### config.mk
export PLATFORM = sky130hd
export DESIGN_NAME = displayTop
export DESIGN_NICKNAME = d
export VERILOG_FILES = /design/src/displayPkg.sv /design/src/displayTop.sv /design/src/doneCollector.sv /design/src/panelSequencer.sv /design/src/axiLiteRegs.sv
export SDC_FILE = /design/constraint.sdc
export NUM_CORES = 1
export LEC_CHECK = 0
export BUFFER_PORTS_ARGS = -buffer_cell sky130_fd_sc_hd__buf_2
export CAP_MARGIN = 25
export CORE_MARGIN = 10
export CORE_UTILIZATION = 50
export DETAILED_ROUTE_END_ITERATION = 7
export PLACE_DENSITY = 0.68
export SLEW_MARGIN = 30
export SYNTH_ARGS = -nofsm -noshare
export SYNTH_HDL_FRONTEND = slang
export SYNTH_SLANG_ARGS = --single-unit
export TNS_END_PERCENT = 10
### constraint.sdc
create_clock -name clk -period 10.9 [get_ports clk]
set_clock_uncertainty 0.1 [all_clocks]
set_input_delay 0 -clock clk [delete_from_list [all_inputs] [get_ports clk]]
set_output_delay 0 -clock clk [all_outputs]
set_load 0.1 [all_outputs]
### src/displayPkg.sv
package displayPkg;

  // panel lanes
  localparam int NUM_PANELS = 2;
  localparam int PANEL_BITS = (NUM_PANELS > 1) ? $clog2(NUM_PANELS) : 1;

  // axi widths
  localparam int ADDR_W = 8;
  localparam int DATA_W = 32;

  localparam int COUNT_W = 20;  // pixels per fill

  typedef enum logic [2:0] {
    OP_NONE,
    OP_INIT,
    OP_COLSET,
    OP_PAGESET,
    OP_FILL,
    OP_DISPON,
    OP_DISPOFF
  } panelOp_t;

  // panel command set
  localparam logic [7:0] CMD_SWRESET  = 8'h01;
  localparam logic [7:0] CMD_SLPIN    = 8'h10;
  localparam logic [7:0] CMD_SLPOUT   = 8'h11;
  localparam logic [7:0] CMD_DISPOFF  = 8'h28;
  localparam logic [7:0] CMD_DISPON   = 8'h29;
  localparam logic [7:0] CMD_CASET    = 8'h2A;
  localparam logic [7:0] CMD_PASET    = 8'h2B;
  localparam logic [7:0] CMD_RAMWR    = 8'h2C;
  localparam logic [7:0] CMD_MADCTL   = 8'h36;
  localparam logic [7:0] CMD_COLMOD   = 8'h3A;
  localparam logic [7:0] PARAM_COLMOD = 8'h55;  // rgb565
  localparam logic [7:0] PARAM_MADCTL = 8'h30;

  // waits in clocks, shortened from the panel datasheet values
  localparam int WAIT_RESET    = 200;
  localparam int WAIT_SLEEPOUT = 480;
  localparam int WAIT_DISPOFF  = 160;
  localparam int WAIT_SLEEPIN  = 160;
  localparam int WAIT_DISPON   = 40;
  localparam int WAIT_W        = $clog2(WAIT_SLEEPOUT + 1);  // longest wait sets the width

  // register map, byte offsets
  localparam logic [ADDR_W-1:0] REG_STATUS   = 8'h00;
  localparam logic [ADDR_W-1:0] REG_IRQEN    = 8'h04;
  localparam logic [ADDR_W-1:0] PANEL_BASE   = 8'h10;
  localparam logic [ADDR_W-1:0] PANEL_STRIDE = 8'h10;
  localparam logic [ADDR_W-1:0] OFS_PARAM    = 8'h0;
  localparam logic [ADDR_W-1:0] OFS_COUNT    = 8'h4;
  localparam logic [ADDR_W-1:0] OFS_CMD      = 8'h8;

  localparam logic [1:0] RESP_OKAY   = 2'b00;
  localparam logic [1:0] RESP_SLVERR = 2'b10;

endpackage
### src/displayTop.sv
module displayTop (
  input  logic                              clk,
  input  logic                              rst,
  input  logic [displayPkg::ADDR_W-1:0]     awaddr,
  input  logic                              awvalid,
  output logic                              awready,
  input  logic [displayPkg::DATA_W-1:0]     wdata,
  input  logic [displayPkg::DATA_W/8-1:0]   wstrb,
  input  logic                              wvalid,
  output logic                              wready,
  output logic [1:0]                        bresp,
  output logic                              bvalid,
  input  logic                              bready,
  input  logic [displayPkg::ADDR_W-1:0]     araddr,
  input  logic                              arvalid,
  output logic                              arready,
  output logic [displayPkg::DATA_W-1:0]     rdata,
  output logic [1:0]                        rresp,
  output logic                              rvalid,
  input  logic                              rready,
  output logic                              irq,
  output logic [displayPkg::NUM_PANELS-1:0] csx,
  output logic [displayPkg::NUM_PANELS-1:0] dcx,
  output logic [displayPkg::NUM_PANELS-1:0] wrx,
  output logic [7:0]                        data [displayPkg::NUM_PANELS]
);
  import displayPkg::*;

  logic [NUM_PANELS-1:0] start;
  logic [NUM_PANELS-1:0] busy;
  logic [NUM_PANELS-1:0] done;
  panelOp_t              op [NUM_PANELS];
  logic [DATA_W-1:0]     param [NUM_PANELS];
  logic [COUNT_W-1:0]    count [NUM_PANELS];
  logic [NUM_PANELS-1:0] doneBits;
  logic [NUM_PANELS-1:0] clearMask;
  logic                  clearStrobe;
  logic [NUM_PANELS-1:0] irqEn;

  axiLiteRegs uRegs (
    .clk         (clk),
    .rst         (rst),
    .awaddr      (awaddr),
    .awvalid     (awvalid),
    .awready     (awready),
    .wdata       (wdata),
    .wstrb       (wstrb),
    .wvalid      (wvalid),
    .wready      (wready),
    .bresp       (bresp),
    .bvalid      (bvalid),
    .bready      (bready),
    .araddr      (araddr),
    .arvalid     (arvalid),
    .arready     (arready),
    .rdata       (rdata),
    .rresp       (rresp),
    .rvalid      (rvalid),
    .rready      (rready),
    .start       (start),
    .op          (op),
    .param       (param),
    .count       (count),
    .busy        (busy),
    .doneBits    (doneBits),
    .clearMask   (clearMask),
    .clearStrobe (clearStrobe),
    .irqEn       (irqEn)
  );

  // one sequencer per panel, all identical
  for (genvar p = 0; p < NUM_PANELS; p++) begin : gPanel
    panelSequencer #(
      .panelIndex (p)
    ) uSeq (
      .clk   (clk),
      .rst   (rst),
      .start (start[p]),
      .op    (op[p]),
      .param (param[p]),
      .count (count[p]),
      .busy  (busy[p]),
      .done  (done[p]),
      .csx   (csx[p]),
      .dcx   (dcx[p]),
      .wrx   (wrx[p]),
      .data  (data[p])
    );
  end

  doneCollector uDone (
    .clk         (clk),
    .rst         (rst),
    .done        (done),
    .clearMask   (clearMask),
    .clearStrobe (clearStrobe),
    .irqEn       (irqEn),
    .doneBits    (doneBits),
    .irq         (irq)
  );

endmodule

### src/doneCollector.sv
module doneCollector (
  input  logic                              clk,
  input  logic                              rst,
  input  logic [displayPkg::NUM_PANELS-1:0] done,
  input  logic [displayPkg::NUM_PANELS-1:0] clearMask,
  input  logic                              clearStrobe,
  input  logic [displayPkg::NUM_PANELS-1:0] irqEn,
  output logic [displayPkg::NUM_PANELS-1:0] doneBits,
  output logic                              irq
);
  import displayPkg::*;

  logic [NUM_PANELS-1:0] clearBits;
  logic [NUM_PANELS-1:0] nextBits;

  assign clearBits = clearStrobe ? clearMask : '0;

  // set wins over clear
  assign nextBits = (doneBits & ~clearBits) | done;

  always_ff @(posedge clk, posedge rst) begin
    if (rst) begin
      doneBits <= '0;
      irq      <= 1'b0;
    end else begin
      doneBits <= nextBits;
      irq      <= |(nextBits & irqEn);  // tracks doneBits cycle for cycle
    end
  end

endmodule

### src/panelSequencer.sv
module panelSequencer #(
  parameter int panelIndex = 0
) (
  input  logic                           clk,
  input  logic                           rst,
  input  logic                           start,
  input  displayPkg::panelOp_t           op,
  input  logic [displayPkg::DATA_W-1:0]  param,
  input  logic [displayPkg::COUNT_W-1:0] count,
  output logic                           busy,
  output logic                           done,
  output logic                           csx,
  output logic                           dcx,
  output logic                           wrx,
  output logic [7:0]                     data
);
  import displayPkg::*;

  typedef enum logic [2:0] {K_CMD, K_DATA, K_WAIT, K_PIXEL, K_END} stepKind_t;
  typedef enum logic [1:0] {S_IDLE, S_RUN, S_WAIT, S_CLOSE} state_t;

  typedef struct packed {
    stepKind_t         kind;
    logic [7:0]        value;
    logic [WAIT_W-1:0] len;
  } step_t;

  state_t             state;
  panelOp_t           curOp;
  logic [3:0]         stepIdx;
  logic               phase;    // second half of a byte, wrx back high
  logic               lowByte;  // pixel half
  logic [WAIT_W-1:0]  waitCnt;
  logic [COUNT_W-1:0] pixLeft;
  logic [DATA_W-1:0]  curParam;
  step_t              step;

  function automatic step_t mkStep(input stepKind_t k, input logic [7:0] b, input int n);
    step_t s;
    s.kind  = k;
    s.value = b;
    s.len   = WAIT_W'(n);
    return s;
  endfunction

  // micro-program, one entry per step index
  always_comb begin
    step = mkStep(K_END, 8'h00, 0);
    case (curOp)
      OP_INIT: begin
        case (stepIdx)
          4'd0: step = mkStep(K_CMD, CMD_SWRESET, 0);
          4'd1: step = mkStep(K_WAIT, 8'h00, WAIT_RESET);
          4'd2: step = mkStep(K_CMD, CMD_SLPOUT, 0);
          4'd3: step = mkStep(K_WAIT, 8'h00, WAIT_SLEEPOUT);
          4'd4: step = mkStep(K_CMD, CMD_COLMOD, 0);
          4'd5: step = mkStep(K_DATA, PARAM_COLMOD, 0);
          4'd6: step = mkStep(K_CMD, CMD_MADCTL, 0);
          4'd7: step = mkStep(K_DATA, PARAM_MADCTL, 0);
          4'd8: step = mkStep(K_CMD, CMD_DISPON, 0);
          default: ;
        endcase
      end
      OP_COLSET, OP_PAGESET: begin
        case (stepIdx)
          4'd0: step = mkStep(K_CMD, (curOp == OP_COLSET) ? CMD_CASET : CMD_PASET, 0);
          4'd1: step = mkStep(K_DATA, curParam[31:24], 0);  // start high byte
          4'd2: step = mkStep(K_DATA, curParam[23:16], 0);
          4'd3: step = mkStep(K_DATA, curParam[15:8], 0);   // end high byte
          4'd4: step = mkStep(K_DATA, curParam[7:0], 0);
          default: ;
        endcase
      end
      OP_FILL: begin
        case (stepIdx)
          4'd0: step = mkStep(K_CMD, CMD_RAMWR, 0);
          4'd1: step = mkStep(K_PIXEL, 8'h00, 0);
          default: ;
        endcase
      end
      OP_DISPON: begin
        case (stepIdx)
          4'd0: step = mkStep(K_CMD, CMD_SLPOUT, 0);
          4'd1: step = mkStep(K_WAIT, 8'h00, WAIT_SLEEPOUT);
          4'd2: step = mkStep(K_CMD, CMD_DISPON, 0);
          4'd3: step = mkStep(K_WAIT, 8'h00, WAIT_DISPON);
          default: ;
        endcase
      end
      OP_DISPOFF: begin
        case (stepIdx)
          4'd0: step = mkStep(K_CMD, CMD_DISPOFF, 0);
          4'd1: step = mkStep(K_WAIT, 8'h00, WAIT_DISPOFF);
          4'd2: step = mkStep(K_CMD, CMD_SLPIN, 0);
          4'd3: step = mkStep(K_WAIT, 8'h00, WAIT_SLEEPIN);
          default: ;
        endcase
      end
      default: ;  // OP_NONE just toggles csx
    endcase
  end

  always_ff @(posedge clk, posedge rst) begin
    if (rst) begin
      state   <= S_IDLE;
      curOp   <= OP_NONE;
      stepIdx <= '0;
      phase   <= 1'b0;
      lowByte <= 1'b0;
      waitCnt <= '0;
      pixLeft <= '0;
      busy    <= 1'b0;
      done    <= 1'b0;
      csx     <= 1'b1;
      dcx     <= 1'b1;
      wrx     <= 1'b1;
      data    <= 8'h00;
    end else begin
      done <= 1'b0;
      case (state)
        S_IDLE: begin
          if (start) begin
            curOp   <= op;
            stepIdx <= '0;
            phase   <= 1'b0;
            lowByte <= 1'b0;
            pixLeft <= count;
            busy    <= 1'b1;
            csx     <= 1'b0;
            state   <= S_RUN;
          end
        end
        S_RUN: begin
          if (!phase) begin
            case (step.kind)
              K_CMD, K_DATA: begin
                wrx   <= 1'b0;
                dcx   <= (step.kind == K_DATA);
                data  <= step.value;
                phase <= 1'b1;
              end
              K_PIXEL: begin
                if (pixLeft == '0) begin
                  stepIdx <= stepIdx + 4'd1;  // empty fill
                end else begin
                  wrx   <= 1'b0;
                  dcx   <= 1'b1;
                  data  <= lowByte ? curParam[7:0] : curParam[15:8];
                  phase <= 1'b1;
                end
              end
              K_WAIT: begin
                waitCnt <= step.len - WAIT_W'(2);  // fetch cycle counts toward the wait
                state   <= S_WAIT;
              end
              default: begin
                csx   <= 1'b1;
                state <= S_CLOSE;
              end
            endcase
          end else begin
            wrx   <= 1'b1;
            phase <= 1'b0;
            if (step.kind == K_PIXEL) begin
              lowByte <= !lowByte;
              if (lowByte) begin
                pixLeft <= pixLeft - 1'b1;
                if (pixLeft == COUNT_W'(1)) begin
                  stepIdx <= stepIdx + 4'd1;
                end
              end
            end else begin
              stepIdx <= stepIdx + 4'd1;
            end
          end
        end
        S_WAIT: begin
          if (waitCnt == '0) begin
            stepIdx <= stepIdx + 4'd1;
            state   <= S_RUN;
          end else begin
            waitCnt <= waitCnt - 1'b1;
          end
        end
        default: begin
          busy  <= 1'b0;
          done  <= 1'b1;
          state <= S_IDLE;
        end
      endcase
    end
  end

  // colour and window words
  always_ff @(posedge clk) begin
    if (state == S_IDLE && start) begin
      curParam <= param;
    end
  end

  aWrxIdle: assert property (@(posedge clk) disable iff (rst) csx |-> wrx)
    else $error("panel %0d: wrx low while csx high", panelIndex);

  aNoStartBusy: assert property (@(posedge clk) disable iff (rst) !(start && busy))
    else $error("panel %0d: start while busy", panelIndex);

endmodule

### src/axiLiteRegs.sv
module axiLiteRegs (
  input  logic                                 clk,
  input  logic                                 rst,
  input  logic [displayPkg::ADDR_W-1:0]        awaddr,
  input  logic                                 awvalid,
  output logic                                 awready,
  input  logic [displayPkg::DATA_W-1:0]        wdata,
  input  logic [displayPkg::DATA_W/8-1:0]      wstrb,
  input  logic                                 wvalid,
  output logic                                 wready,
  output logic [1:0]                           bresp,
  output logic                                 bvalid,
  input  logic                                 bready,
  input  logic [displayPkg::ADDR_W-1:0]        araddr,
  input  logic                                 arvalid,
  output logic                                 arready,
  output logic [displayPkg::DATA_W-1:0]        rdata,
  output logic [1:0]                           rresp,
  output logic                                 rvalid,
  input  logic                                 rready,
  output logic [displayPkg::NUM_PANELS-1:0]    start,
  output displayPkg::panelOp_t                 op [displayPkg::NUM_PANELS],
  output logic [displayPkg::DATA_W-1:0]        param [displayPkg::NUM_PANELS],
  output logic [displayPkg::COUNT_W-1:0]       count [displayPkg::NUM_PANELS],
  input  logic [displayPkg::NUM_PANELS-1:0]    busy,
  input  logic [displayPkg::NUM_PANELS-1:0]    doneBits,
  output logic [displayPkg::NUM_PANELS-1:0]    clearMask,
  output logic                                 clearStrobe,
  output logic [displayPkg::NUM_PANELS-1:0]    irqEn
);
  import displayPkg::*;

  logic wrFire;
  logic rdFire;
  logic [DATA_W-1:0] wMask;
  logic wrHit;
  logic [PANEL_BITS-1:0] wrPanel;
  logic [ADDR_W-1:0] wrSub;
  logic [PANEL_BITS-1:0] rdPanel;
  logic [ADDR_W-1:0] rdSub;
  logic [DATA_W-1:0] rdValue;
  logic rdMapped;

  function automatic logic panelHit(input logic [ADDR_W-1:0] addr);
    return (addr >= PANEL_BASE) && (((addr - PANEL_BASE) / PANEL_STRIDE) < NUM_PANELS);
  endfunction

  function automatic logic [PANEL_BITS-1:0] panelOf(input logic [ADDR_W-1:0] addr);
    logic [ADDR_W-1:0] slot;
    slot = (addr - PANEL_BASE) / PANEL_STRIDE;
    return slot[PANEL_BITS-1:0];
  endfunction

  function automatic logic [ADDR_W-1:0] subOf(input logic [ADDR_W-1:0] addr);
    return (addr - PANEL_BASE) % PANEL_STRIDE;
  endfunction

  // aw and w taken together, nothing new while a response waits
  assign wrFire  = awvalid && wvalid && !bvalid;
  assign awready = wrFire;
  assign wready  = wrFire;
  assign rdFire  = arvalid && !rvalid;
  assign arready = !rvalid;

  always_comb begin
    for (int i = 0; i < DATA_W / 8; i++) begin
      wMask[8*i +: 8] = {8{wstrb[i]}};
    end
  end

  assign wrHit   = panelHit(awaddr);
  assign wrPanel = panelOf(awaddr);
  assign wrSub   = subOf(awaddr);

  always_ff @(posedge clk, posedge rst) begin
    if (rst) begin
      bvalid      <= 1'b0;
      bresp       <= RESP_OKAY;
      start       <= '0;
      irqEn       <= '0;
      clearStrobe <= 1'b0;
      clearMask   <= '0;
      for (int i = 0; i < NUM_PANELS; i++) begin
        op[i] <= OP_NONE;
      end
    end else begin
      start       <= '0;  // one-cycle pulses
      clearStrobe <= 1'b0;
      if (bvalid && bready) begin
        bvalid <= 1'b0;
      end
      if (wrFire) begin
        bvalid <= 1'b1;
        bresp  <= RESP_OKAY;
        if (awaddr == REG_STATUS) begin
          clearStrobe <= 1'b1;
          clearMask   <= wdata[8 +: NUM_PANELS] & wMask[8 +: NUM_PANELS];
        end else if (awaddr == REG_IRQEN) begin
          irqEn <= (irqEn & ~wMask[NUM_PANELS-1:0]) | (wdata[NUM_PANELS-1:0] & wMask[NUM_PANELS-1:0]);
        end else if (wrHit && wrSub == OFS_CMD) begin
          // start still in flight counts as busy
          if (busy[wrPanel] || start[wrPanel]) begin
            bresp <= RESP_SLVERR;
          end else if (wstrb[0]) begin
            start[wrPanel] <= 1'b1;
            op[wrPanel]    <= panelOp_t'(wdata[2:0]);
          end
        end else if (!(wrHit && (wrSub == OFS_PARAM || wrSub == OFS_COUNT))) begin
          bresp <= RESP_SLVERR;
        end
      end
    end
  end

  always_ff @(posedge clk) begin
    if (wrFire && wrHit && wrSub == OFS_PARAM) begin
      param[wrPanel] <= (param[wrPanel] & ~wMask) | (wdata & wMask);
    end
    if (wrFire && wrHit && wrSub == OFS_COUNT) begin
      count[wrPanel] <= COUNT_W'((DATA_W'(count[wrPanel]) & ~wMask) | (wdata & wMask));
    end
  end

  assign rdPanel = panelOf(araddr);
  assign rdSub   = subOf(araddr);

  always_comb begin
    rdValue  = '0;
    rdMapped = 1'b1;
    if (araddr == REG_STATUS) begin
      rdValue[NUM_PANELS-1:0]  = busy;
      rdValue[8 +: NUM_PANELS] = doneBits;
    end else if (araddr == REG_IRQEN) begin
      rdValue[NUM_PANELS-1:0] = irqEn;
    end else if (panelHit(araddr) && rdSub == OFS_PARAM) begin
      rdValue = param[rdPanel];
    end else if (panelHit(araddr) && rdSub == OFS_COUNT) begin
      rdValue = DATA_W'(count[rdPanel]);
    end else if (panelHit(araddr) && rdSub == OFS_CMD) begin
      rdValue = DATA_W'(op[rdPanel]);  // last opcode issued
    end else begin
      rdMapped = 1'b0;
    end
  end

  always_ff @(posedge clk, posedge rst) begin
    if (rst) begin
      rvalid <= 1'b0;
      rresp  <= RESP_OKAY;
    end else begin
      if (rvalid && rready) begin
        rvalid <= 1'b0;
      end
      if (rdFire) begin
        rvalid <= 1'b1;
        rresp  <= rdMapped ? RESP_OKAY : RESP_SLVERR;
      end
    end
  end

  always_ff @(posedge clk) begin
    if (rdFire) begin
      rdata <= rdValue;
    end
  end

  aBrespHeld: assert property (@(posedge clk) disable iff (rst) bvalid && !bready |=> bvalid)
    else $error("bvalid dropped before bready");

endmodule

==> results by group <==
Synth
  – Yosys warning total: 0
  – Top FF cell, synth: edfxtp_1
  – Post-synthesis sequential area ratio: 54.20%
  – Gate count after technology mapping: 1581
  – Synth cell types: 73
  – Post-synth ARST share: 38.65%
  – Synth Area per Inst: 10.70 um^2
  – Post-synth EDFFs: 200
  – Yosys reg bits: 326
  – Cell Area, Synth: 16910 um^2

Power
  – Sequential share of power: 40.8%
  – Power density over the cells: 200.7 nW/um^2
  – Pint: 0.002534 W
  – Leakage power total: 7.304 nW
  – Net switching fraction of the power: 35.45%
  – Psw: 0.001392 W
  – Logic pwr share: 28.9%
  – Clock power share: 30.4%
  – IR drop worst, VDD: 0.1121 mV

Clocking
  – Clock edge transition at the registers on the reported setup and hold paths: 0.06 ns
  – # H-tree levels: 2
  – Worst-Skew Late Latency: 0.53 ns
  – Bufs on Longest Clock Path: 3
  – Clk root buf: clkbuf_16
  – CTS Buf Count: 36
  – Clk sink count: 326
  – TritonCTS clock tree: built
  – Post-cts resize count: 0

Placement
  – Gpl congestion: 0.9202
  – IO Port Bufs: 120
  – Post-DP Area: 17810 um^2
  – Dpl hpwl: 33.69 mm

STA
  – Period utilisation layout: 35.91%
  – Min cycle time layout: 3.915 ns
  – WHS: 0.04136 ns
  – Rel. slew slack: 40.74%
  – Fin. Hold Viols: 0
  – Max-slew violations: 0
  – # setup viols final: 0
  – RSZ-0062 raised after global routing: no
  – Slew @ Worst Pin: 0.8889 ns
  – Max Fclk: 0.2554 GHz
  – Final setup TNS: 0 ns

Detailed routing
  – Via density: 6.168
  – Avg WL per Cell: 21.98 um
  – Vias: 13430
  – 1st-iter DRT viols: 1643
  – Final antenna-violating net count: 0
  – # DRC: 0
  – Routed wire length: 47.88 mm
  – Detailed Routing Iterations Pass 1: 8

Setup path
  – Worst path bufs/invs: 6
  – CP peak stage delay: 0.67 ns
  – Most frequent CP cell: dlygate4sd3_1
  – Crit path DAT: 4.28 ns
  – Setup CP Type: in -> reg
  – Nature of the critical path startpoint: input port
  – Endpoint class of the critical path: flip-flop
  – Worst-path cell chain: dlygate4sd3_1 -> buf_4 -> inv_1 -> ha_1 -> or4b_2 -> dlygate4sd3_1 -> nor3_1 -> nand3_1 -> dlygate4sd3_1 -> o21ai_0 -> dlygate4sd3_1
  – Crit-path max FO: 52
  – Worst-path cell with the longest stage delay: or4b_2
  – Delay-heaviest family, CP: buffers and inverters
  – Required @ worst endpoint: 11.27 ns

Floorplanning
  – Die width: 203.9 um
  – Initial Utilization: 50.56%
  – Core area: 33450 um^2
  – Die area: 41580 um^2
  – I/O pin cnt: 123
  – # rows: 67
  – Floorplan die height: 203.9 um

Finish
  – FF/Latch Area: 9166 um^2
  – Share of cells above drive strength 1: 15.84%
  – NumNets Final: 1788
  – Syn-to-layout area delta: 15.70%
  – Fill cells: 2750
  – Final core utilization: 58.50%
  – Footprint of the multi-input gates: 7128 um^2
  – Number of diodes: 0
  – Most common cell after layout, fill and taps aside: edfxtp_1
  – Finished Cell Area: 19570 um^2
  – Most frequent cells in the layout: edfxtp_1, nor2_1, dfrtp_1

Global routing
  – Antenna violations before repair: 0
  – Total grt overflow: 0
  – Largest net degree at the start of global routing: 74
  – Total Routing Usage GR: 22.82%
  – First-pass GRT wire length: 75.18 mm
  – Vias in the first global route: 12860

Hold path
  – Worst hold path type: in -> reg

Flow run
  – Max-cap violations: 0

Status
  – Status: finished clean
==> synthesized netlist by cell type, types with 38 or more instances <==
cell | instances | area, um^2
a211oi_1 | 45 | 337.8
nor2_1 | 136 | 510.5
a21oi_1 | 94 | 470.5
nor3_1 | 38 | 190.2
edfxtp_1 | 200 | 6006
nor2b_1 | 94 | 588.1
inv_1 | 55 | 206.5
clkbuf_1 | 93 | 349.1
mux2_2 | 38 | 427.9
nand2_1 | 109 | 409.1
nand3_1 | 48 | 240.2
mux2i_1 | 49 | 490.5
dfrtp_1 | 120 | 3003
o21ai_0 | 101 | 505.5
==> state kept, by name, indices dropped and copies added, names as in the netlist, 4 cells and up, named ones only <==
signal and count:
gPanel.uSeq.curParam 64, gPanel.uSeq.curOp 6, uRegs.param 64, gPanel.uSeq.stepIdx 8, uRegs.count 40, gPanel.uSeq.pixLeft 40
uRegs.rdata 32, gPanel.uSeq.waitCnt 18, uRegs.op 6, gPanel.uSeq.state 4, gPanel.uSeq.data 16
==> final cells by class <==
type / count / area share, %
tap: 448 / 2.865
multi-input combinational: 1090 / 36.43
timing repair buffer: 194 / 6.874
inverter: 55 / 1.081
clock inverter: 25 / 1.113
sequential: 326 / 46.85
clock buffer: 40 / 4.790
==> what timing repair did <==
item / CTS / global route
hold buffers: 60 / 0
setup buffers: 0 / 0
endpoints found under the hold margin: 188 / 0
==> through the flow <==
step	instances	power, W	setup WS [ns]
after floorplan	1582	0.002463	5.616
after global placement	2051	0.002684	7.170
after detailed placement	2053	0.002719	7.211
after CTS	2178	0.003924	7.025
after global routing	2178	0.004134	6.708
final	2178	0.003926	6.985
==> worst min-delay path, cell delays in order <==
cell,delay [ns]
buf_2,0.26
nand2_1,0.11
o21ai_0,0.09
==> layer usage <==
| metal | GRT usage, % | routed length, um | vias to the layer above |
|---|---|---|---|
| met1 | 32.99 | 21100 | 6561 |
| met3 | 3.123 | 3867 | 87 |
| met2 | 34.27 | 21200 | 638 |
| li1 | - | - | 6147 |
| met4 | 8.633 | 1715 | 0 |
| met5 | 0 | 0 | - |
==> power by group through the flow <==
stage / clock network [W] / logic, W / registers, W
finish: 0.00119 / 0.00113 / 0.00160
global route: 0.00125 / 0.00126 / 0.00162
CTS: 0.00121 / 0.00112 / 0.00160
detailed placement: 0 / 0.00110 / 0.00162
global placement: 0 / 0.00107 / 0.00161
floorplan: 0 / 0.000823 / 0.00164
==> cells by family after synthesis <==
group / synth area share, %
flops: 54.20
buf+inv: 3.892
xor+xnor: 0.2072
compound gates: 16.14
other cells: 0.02217
fa+ha+maj: 1.924
simple gates: 16.06
mux: 7.561
==> worst paths after layout <==
check | startpoint | endpoint | slack [ns] | cells after the start
max in group asynchronous | rst | gPanel[1].uSeq.data[6] | 9.05 | 5
worst max register to register | gPanel[1].uSeq.stepIdx[1] | gPanel[1].uSeq.stepIdx[3] | 7.14 | 8
min in group asynchronous | rst | gPanel[0].uSeq.pixLeft[12] | 0.57 | 4
worst max-delay path | awaddr[4] | uRegs.clearMask[1] | 6.99 | 11
worst min register to register | uRegs.bresp[1] | uRegs.bresp[1] | 0.37 | 1
worst min-delay path | wstrb[2] | uRegs.param[54] | 0.04 | 3
Note: power is estimated with default switching activity, not from simulation.
